## src/hw/core_pkg.sv

```systemverilog
//##########################################################################
// shared widths, opcodes, ALU operations and decoded-instruction struct
// for the multicycle RV32I core; imported by every RTL file
//##########################################################################
package core_pkg;

    localparam int xlen = 32;

    typedef logic [4:0]      reg_addr_t;
    typedef logic [xlen-1:0] word_t;

    // RV32I major opcodes kept by this core
    localparam logic [6:0] opc_op     = 7'b0110011;
    localparam logic [6:0] opc_op_imm = 7'b0010011;
    localparam logic [6:0] opc_lui    = 7'b0110111;
    localparam logic [6:0] opc_auipc  = 7'b0010111;
    localparam logic [6:0] opc_branch = 7'b1100011;
    localparam logic [6:0] opc_jal    = 7'b1101111;
    localparam logic [6:0] opc_jalr   = 7'b1100111;

    typedef enum logic [3:0] {
        alu_add,
        alu_sub,
        alu_sll,
        alu_slt,
        alu_sltu,
        alu_xor,
        alu_srl,
        alu_sra,
        alu_or,
        alu_and
    } alu_op_t;

    // instruction formats, none covers unknown opcodes
    typedef enum logic [2:0] {
        kind_r,
        kind_i,
        kind_u,
        kind_b,
        kind_j,
        kind_none
    } inst_kind_t;

    typedef struct packed {
        logic [6:0] opcode;
        logic [2:0] funct3;
        reg_addr_t  rd;
        reg_addr_t  rs1;
        reg_addr_t  rs2;
        word_t      imm;      // already sign extended
        inst_kind_t kind;
        alu_op_t    alu_op;
    } decoded_t;

endpackage
```

## src/hw/gpr_if.sv

```systemverilog
//##########################################################################
// register file access from the execute unit, two reads and one write
//##########################################################################
`timescale 1ns/10ps

interface gpr_if import core_pkg::*; ();

    reg_addr_t raddr1;
    reg_addr_t raddr2;
    logic      wen;
    reg_addr_t waddr;
    word_t     wdata;
    word_t     rdata1;   // combinational read data
    word_t     rdata2;

    modport user (output raddr1, raddr2, wen, waddr, wdata, input rdata1, rdata2);
    modport regs (input raddr1, raddr2, wen, waddr, wdata, output rdata1, rdata2);

endinterface

```

## src/hw/exec_if.sv

```systemverilog
//##########################################################################
// sequencer to execute unit link: current instruction and jump result
//##########################################################################
`timescale 1ns/10ps

interface exec_if import core_pkg::*; ();

    word_t inst;
    word_t pc;
    logic  exec_valid;   // high for the single EXEC cycle
    logic  jump_en;
    word_t jump_target;

    modport seq (output inst, pc, exec_valid, input jump_en, jump_target);
    modport exu (input pc, exec_valid, output jump_en, jump_target);

endinterface

```

## src/hw/rv_core.sv

```systemverilog
//##########################################################################
// multicycle RV32I core top: fetch port in, retire report out
//##########################################################################
`timescale 1ns/10ps

module rv_core import core_pkg::*; #(
    parameter word_t reset_pc = 32'h8000_0000
) (
    input  logic      clk,
    input  logic      reset,
    output logic      imem_req,
    output word_t     imem_addr,
    input  logic      imem_valid,
    input  word_t     imem_data,
    output logic      retire_valid,
    output word_t     retire_pc,
    output reg_addr_t retire_rd,
    output logic      retire_wen,
    output word_t     retire_wdata
);

    exec_if   ex_bus ();
    gpr_if    gpr_bus ();
    decoded_t dec;

    instr_sequencer #(
        .reset_pc (reset_pc)
    ) u_seq (
        .clk          (clk),
        .reset        (reset),
        .imem_req     (imem_req),
        .imem_addr    (imem_addr),
        .imem_valid   (imem_valid),
        .imem_data    (imem_data),
        .ex           (ex_bus.seq),
        .retire_valid (retire_valid)
    );

    decoder u_dec (
        .inst (ex_bus.inst),
        .dec  (dec)
    );

    execute_unit u_exu (
        .ex      (ex_bus.exu),
        .gpr     (gpr_bus.user),
        .dec     (dec),
        .wb_en   (retire_wen),
        .wb_data (retire_wdata)
    );

    reg_file u_gpr (
        .clk   (clk),
        .reset (reset),
        .gpr   (gpr_bus.regs)
    );

    assign retire_pc = ex_bus.pc;
    assign retire_rd = dec.rd;

endmodule

```

## src/hw/instr_sequencer.sv

```systemverilog
//##########################################################################
// pc, FETCH/EXEC state machine and instruction register; drives the fetch
// request and flags the retire cycle
//##########################################################################
`timescale 1ns/10ps

module instr_sequencer import core_pkg::*; #(
    parameter word_t reset_pc = 32'h8000_0000
) (
    input  logic  clk,
    input  logic  reset,
    output logic  imem_req,
    output word_t imem_addr,
    input  logic  imem_valid,
    input  word_t imem_data,
    exec_if.seq   ex,
    output logic  retire_valid
);

    typedef enum logic {
        st_fetch,
        st_exec
    } state_t;

    state_t state;
    logic   req_q;       // low during reset and in EXEC
    word_t  pc;
    word_t  inst_q;
    logic   fetch_done;

    assign fetch_done = req_q && imem_valid;   // valid ignored without a request

    always_ff @(posedge clk or posedge reset) begin
        if (reset) begin
            state <= st_fetch;
            req_q <= 1'b0;
            pc    <= reset_pc;
        end else begin
            case (state)
                st_fetch: begin
                    req_q <= !fetch_done;
                    if (fetch_done) state <= st_exec;
                end
                st_exec: begin
                    state <= st_fetch;
                    req_q <= 1'b1;
                    pc    <= ex.jump_en ? ex.jump_target : pc + word_t'(4);
                end
            endcase
        end
    end

    // instruction register loads on the response
    always_ff @(posedge clk) begin
        if (fetch_done) inst_q <= imem_data;
    end

    assign imem_req      = req_q;
    assign imem_addr     = pc;      // held until the response
    assign ex.inst       = inst_q;
    assign ex.pc         = pc;
    assign ex.exec_valid = (state == st_exec);
    assign retire_valid  = (state == st_exec);

endmodule

```

## src/hw/reg_file.sv

```systemverilog
//##########################################################################
// 32 x 32 general purpose registers, x0 hardwired to zero
//##########################################################################
`timescale 1ns/10ps

module reg_file import core_pkg::*; (
    input  logic clk,
    input  logic reset,
    gpr_if.regs  gpr
);

    word_t regs [32];

    always_ff @(posedge clk or posedge reset) begin
        if (reset) begin
            for (int i = 0; i < 32; i++) begin
                regs[i] <= '0;
            end
        end else if (gpr.wen && gpr.waddr != '0) begin
            regs[gpr.waddr] <= gpr.wdata;
        end
    end

    // combinational reads
    assign gpr.rdata1 = (gpr.raddr1 == '0) ? '0 : regs[gpr.raddr1];
    assign gpr.rdata2 = (gpr.raddr2 == '0) ? '0 : regs[gpr.raddr2];

endmodule

```

## src/hw/execute_unit.sv

```systemverilog
//##########################################################################
// operand select, branch/jump resolution and write-back select around
// the ALU; writes the register file during the EXEC cycle
//##########################################################################
`timescale 1ns/10ps

module execute_unit import core_pkg::*; (
    exec_if.exu      ex,
    gpr_if.user      gpr,
    input  decoded_t dec,
    output logic     wb_en,
    output word_t    wb_data
);

    word_t alu_a;
    word_t alu_b;
    word_t alu_result;
    logic  take_branch;

    alu u_alu (
        .a      (alu_a),
        .b      (alu_b),
        .op     (dec.alu_op),
        .result (alu_result)
    );

    always_comb begin
        case (dec.kind)
            kind_r:         begin alu_a = gpr.rdata1; alu_b = gpr.rdata2; end
            kind_i:         begin alu_a = gpr.rdata1; alu_b = dec.imm;    end
            kind_u:         begin alu_a = (dec.opcode == opc_lui) ? '0 : ex.pc; alu_b = dec.imm; end
            kind_b, kind_j: begin alu_a = ex.pc;      alu_b = dec.imm;    end
            default:        begin alu_a = '0;         alu_b = '0;         end
        endcase
    end

    always_comb begin
        case (dec.funct3)
            3'b000:  take_branch = (gpr.rdata1 == gpr.rdata2);
            3'b001:  take_branch = (gpr.rdata1 != gpr.rdata2);
            3'b100:  take_branch = ($signed(gpr.rdata1) < $signed(gpr.rdata2));
            3'b101:  take_branch = ($signed(gpr.rdata1) >= $signed(gpr.rdata2));
            3'b110:  take_branch = (gpr.rdata1 < gpr.rdata2);
            3'b111:  take_branch = (gpr.rdata1 >= gpr.rdata2);
            default: take_branch = 1'b0;
        endcase
    end

    assign ex.jump_en = (dec.kind == kind_b && take_branch) ||
                        dec.opcode == opc_jal || dec.opcode == opc_jalr;
    assign ex.jump_target = (dec.opcode == opc_jalr) ? {alu_result[31:1], 1'b0} : alu_result;

    always_comb begin
        case (dec.opcode)
            opc_jal, opc_jalr: begin wb_en = 1'b1; wb_data = ex.pc + word_t'(4); end  // link
            opc_op, opc_op_imm, opc_lui, opc_auipc: begin wb_en = 1'b1; wb_data = alu_result; end
            default:           begin wb_en = 1'b0; wb_data = '0; end
        endcase
    end

    assign gpr.raddr1 = dec.rs1;
    assign gpr.raddr2 = dec.rs2;
    assign gpr.waddr  = dec.rd;
    assign gpr.wdata  = wb_data;
    assign gpr.wen    = wb_en && ex.exec_valid;   // one write per instruction

endmodule

```

## src/hw/decoder.sv

```systemverilog
//##########################################################################
// instruction decode: fields, format, sign-extended immediate, ALU op
//##########################################################################
`timescale 1ns/10ps

module decoder import core_pkg::*; (
    input  word_t    inst,
    output decoded_t dec
);

    logic [6:0] funct7;

    assign funct7 = inst[31:25];

    always_comb begin
        dec.opcode = inst[6:0];
        dec.funct3 = inst[14:12];
        dec.rd     = inst[11:7];
        dec.rs1    = inst[19:15];
        dec.rs2    = inst[24:20];

        case (inst[6:0])
            opc_op:               dec.kind = kind_r;
            opc_op_imm, opc_jalr: dec.kind = kind_i;
            opc_lui, opc_auipc:   dec.kind = kind_u;
            opc_branch:           dec.kind = kind_b;
            opc_jal:              dec.kind = kind_j;
            default:              dec.kind = kind_none;   // retires as a no-op
        endcase

        case (dec.kind)
            kind_i:  dec.imm = {{20{inst[31]}}, inst[31:20]};
            kind_u:  dec.imm = {inst[31:12], 12'b0};
            kind_b:  dec.imm = {{20{inst[31]}}, inst[7], inst[30:25], inst[11:8], 1'b0};
            kind_j:  dec.imm = {{12{inst[31]}}, inst[19:12], inst[20], inst[30:21], 1'b0};
            default: dec.imm = '0;
        endcase

        // arithmetic ops only, everything else adds
        dec.alu_op = alu_add;
        if (inst[6:0] == opc_op || inst[6:0] == opc_op_imm) begin
            case (inst[14:12])
                3'b000: begin
                    if (dec.kind == kind_r && funct7 == 7'b0100000) dec.alu_op = alu_sub;
                end
                3'b001:  dec.alu_op = alu_sll;
                3'b010:  dec.alu_op = alu_slt;
                3'b011:  dec.alu_op = alu_sltu;
                3'b100:  dec.alu_op = alu_xor;
                3'b101:  dec.alu_op = funct7[5] ? alu_sra : alu_srl;   // srai shares bit 30
                3'b110:  dec.alu_op = alu_or;
                default: dec.alu_op = alu_and;
            endcase
        end
    end

endmodule

```

## src/hw/alu.sv

```systemverilog
//##########################################################################
// integer ALU with the ten RV32I operations
//##########################################################################
`timescale 1ns/10ps

module alu import core_pkg::*; (
    input  word_t   a,
    input  word_t   b,
    input  alu_op_t op,
    output word_t   result
);

    always_comb begin
        case (op)
            alu_add:  result = a + b;
            alu_sub:  result = a - b;
            alu_sll:  result = a << b[4:0];
            alu_slt:  result = word_t'($signed(a) < $signed(b));
            alu_sltu: result = word_t'(a < b);
            alu_xor:  result = a ^ b;
            alu_srl:  result = a >> b[4:0];
            alu_sra:  result = word_t'($signed(a) >>> b[4:0]);
            alu_or:   result = a | b;
            alu_and:  result = a & b;
            default:  result = a + b;
        endcase
    end

endmodule

```

## config.mk

```make
export PLATFORM = sky130hd
export DESIGN_NAME = rv_core
export DESIGN_NICKNAME = d
export VERILOG_FILES = /design/src/hw/core_pkg.sv /design/src/hw/gpr_if.sv /design/src/hw/exec_if.sv /design/src/hw/rv_core.sv /design/src/hw/instr_sequencer.sv /design/src/hw/reg_file.sv /design/src/hw/execute_unit.sv /design/src/hw/decoder.sv /design/src/hw/alu.sv
export SDC_FILE = /design/constraint.sdc
export NUM_CORES = 2
export LEC_CHECK = 0
export BUFFER_PORTS_ARGS = -buffer_cell sky130_fd_sc_hd__buf_2
export CAP_MARGIN = 0
export CORE_ASPECT_RATIO = 1.25
export CORE_MARGIN = 10
export CORE_UTILIZATION = 55
export CTS_CLUSTER_DIAMETER = 40
export DETAILED_ROUTE_END_ITERATION = 6
export HOLD_SLACK_MARGIN = 0.12
export PLACE_DENSITY_LB_ADDON = 0.2
export SETUP_SLACK_MARGIN = 0.05
export SYNTH_ARGS = -nofsm -noshare
export SYNTH_HDL_FRONTEND = slang
export SYNTH_HIERARCHICAL = 1
export SYNTH_SLANG_ARGS = --single-unit
```

## constraint.sdc

```tcl
create_clock -name clk -period 29.2 [get_ports clk]
set_clock_uncertainty 0.05 [all_clocks]
set_input_delay 1.46 -clock clk [delete_from_list [all_inputs] [get_ports clk]]
set_output_delay 1.46 -clock clk [all_outputs]
set_load 0.03 [all_outputs]
```

==> impl_metrics.py <==
metrics = {
    "pwr": {
        "power_density_mw_per_mm2": 49.6,
        "vdd_ir_drop_max_mv": 0.0518,
        "power_w": 0.00380,
        "leakagePower_nw": 34.5,
    },
    "floorplanning": {
        "die_w_um": 340,
        "start_util_pct": 55.4,
        "dieArea_sq_mm": 0.142,
        "fp-row-count": 146,
        "core_sq_mm": 0.127,
        "die_y_um": 420,
        "top_level_ports": 139,
    },
    "critical_path": {
        "crit_type": "flop to output port",
        "path_max_fanout": 99,
        "end_kind": "output port",
        "critPathTopFamily": "compound AO/OA/AOI/OAI gates",
        "worstPathArrival_ns": 10.23,
        "start_kind": "flop",
        "critPathMaxStageDelay_ns": 1.02,
        "path_cells": "buf_4, buf_12, buf_12, mux4_2, a2111oi_0, nor3_1, a22oi_1, nor2_1, inv_1, ha_1, inv_1, o221ai_1, a2111oi_2, o2111ai_1, o211a_1, o221ai_1, a21o_1, nor4b_1, o21ai_0, a22o_1, buf_2",
        "cp_data_required_time_ns": 27.69,
        "startpoint": "u_seq/ex.inst[15]",
        "cp_slowest_cell": "nor3_1",
        "reg2reg_from": "u_seq/ex.inst[15]",
        "cp_num_buf_inv": 6,
    },
    "placed_design": {
        "numPortBuffers": 138,
        "dp_hpwl_mm": 174,
        "place_congestion": 1.06,
        "pre_cts_ws_ns": 18.54,
        "placed_cells": 7236,
    },
    "clocking": {
        "cts_htree_levels": 4,
        "clk_latency_ns": 0.81,
        "cts_resized": 0,
        "postCtsSetupBuffers": 0,
        "numClockSinks": 1090,
        "cts_tree": "yes",
        "cts_buffers": 138,
        "ctsLongestPathBuffers": 3,
        "clkTransAtPathRegs_ns": 0.06,
        "cts_hold_buf": 0,
        "root_buffer": "clkbuf_16",
    },
    "logic_synthesis": {
        "synth_top_area_cell": "dfrtp_1",
        "ys_seq_elements": 1090,
        "syn_area_sq_mm": 0.0702,
        "synth_cells": 5864,
        "ys_seq_area_share_pct": 39.1,
        "synth_area_leaders": "dfrtp_1 (38%), mux2_2 (17%), mux4_2 (13%)",
        "avgSynthCellArea_sq_um": 12.0,
        "async_flop_share_pct": 97.1,
        "synth-edff-count": 32,
        "syn_nets": 6032,
        "yosys_warnings": 6,
        "synthFlopType": "dfrtp_1",
        "synth_cell_types": 103,
        "post-synth-top-area-fraction_pct": 37.7,
    },
    "grt": {
        "top_usage_layer": "met2",
        "grt.overflow.total": 0,
        "track_usage_pct": 37.7,
        "globalRouteMet2Util_pct": 58.9,
        "grt_pass1_wl_mm": 392,
        "antenna_found_initial": 6,
        "grt_start_max_net_pins": 147,
        "met3_usage_pct": 9.27,
        "first_global_vias": 54200,
        "grt.met1_usage_pct": 45.8,
    },
    "finish": {
        "nFillCells": 10300,
        "multiInputGateArea_sq_mm": 0.0393,
        "layout_commonest_cell": "mux2_2",
        "syn2layout_area_growth_pct": 9.01,
        "drive_gt1_share_pct": 38.4,
        "fin_cells": 7493,
        "seqCellArea_sq_mm": 0.0274,
        "final_cell_mix": "mux2_2 (1069), dfrtp_1 (1057), mux4_2 (420)",
        "nNetsFinal": 5842,
    },
    "sta": {
        "period_share_pct": 40.2,
        "rsz0062_at_grt": "no",
        "post-route-min-period_ns": 11.74,
        "worstMarginPinSlew_ns": 1.48,
        "fmax_mhz": 85.2,
        "timing.slew.headroom_pct": 0.362,
        "hold_viol_final": 0,
        "drv_slew": 0,
        "setup_tns_ns": 0,
        "setup_slack_ns": 17.46,
        "finalSetupViolCount": 0,
    },
    "outcome": {
        "status": "finished, violations left",
        "violations": "DRC, capacitance limit",
    },
    "routing": {
        "drt-initial-drc-count": 6823,
        "wl_mm": 275,
        "wl_per_cell_um": 36.7,
        "vias": 54800,
        "viasPerCell": 7.32,
        "first_pass_iters": 7,
        "ant_nets": 0,
        "drcViolationCount": 1,
    },
    "job": {
        "maxCapViolCount": 1,
    },
    "min_path": {
        "worst_hold_path_type": "flop to flop",
        "hp-start": "u_gpr/regs[1004]",
    },
}
-- flip-flops by register name, indices dropped and copies added, names as in the netlist --
register	flops
u_gpr/regs	1024
u_seq/ex.pc	32
u_seq/ex.exec_valid	1
u_seq/imem_req	1
u_seq/ex.inst	32
-- Yosys cell counts (28+ instances only) --
library cell / instances
a22o_1: 89
a21oi_1: 196
nor2b_1: 59
mux4_2: 420
inv_1: 143
ha_1: 131
o211ai_1: 30
o22ai_1: 48
nor3_1: 74
nor2_1: 254
mux2_2: 1069
nand4_1: 32
a21o_1: 29
dfrtp_1: 1057
nand2_1: 241
edfxtp_1: 32
a211oi_1: 81
a22oi_1: 127
buf_1: 71
o21ai_0: 102
a221oi_1: 29
nor4_1: 36
buf_4: 151
buf_2: 86
mux2i_1: 346
and2_1: 38
o221ai_1: 41
buf_6: 28
clkbuf_1: 337
nand3_1: 55
-- area by class of cell --
cell class                 instances  area share, %
antenna                            3        0.00980
clock buffer                     175           5.02
clock inverter                    79           1.26
inverter                         145          0.716
multi-input combinational       3954           51.3
sequential                      1090           35.8
tap                             1702           2.78
timing repair buffer             345           3.06
-- worst paths after layout --
check                                   end  slack (ns)  cells after the start
max reg2reg                 u_seq/ex.pc[28]       19.24                     22
max in group asynchronous   u_gpr/regs[927]       25.13                      5
max                         retire_wdata[0]       17.46                     21
min in group asynchronous   u_gpr/regs[136]        0.72                      2
min reg2reg                u_gpr/regs[1004]        0.35                      0
min                        u_gpr/regs[1004]        0.35                      0
-- per-stage QoR --
| step | util, % | area, sq um | hold WS [ns] |
|---|---|---|---|
| 6_report | 60.4 | 76600 | 0.348 |
| 5_1_grt | 60.4 | 76600 | 0.362 |
| 4_1_cts | 60.4 | 76600 | 0.352 |
| 3_5_place_dp | 56.6 | 71800 | 0.337 |
| 3_3_place_gp | 56.6 | 71800 | 0.332 |
| 2_1_floorplan | - | 70200 | 0.391 |
-- logic make-up (layout without fill, tap and decap cells) --
logic type	after synthesis	count (layout)	synth area share [%]
buffers and inverters	820	744	5.65
DFF	1090	1090	39.1
other	0	3	0
muxes	1836	1836	35.6
xor gates and xnor gates	32	32	0.399
AOI/OAI and AO/OA	1017	1017	10.3
and+or+nand+nor	936	936	6.64
adders and majority gates	133	133	2.39
-- power breakdown --
part / switching (W) / internal, W
logic: 0.000344 / 0.000137
registers: 0.0000137 / 0.00153
clock network: 0.000729 / 0.00105
total: 0.00109 / 0.00271
-- per-layer routing --
layer / vias up / wire [um]
met3: 993 / 26500
met5: - / 52
met4: 8 / 22800
met2: 3412 / 125000
met1: 28500 / 101000
li1: 21900 / -
(Power assumes the default switching activity.)
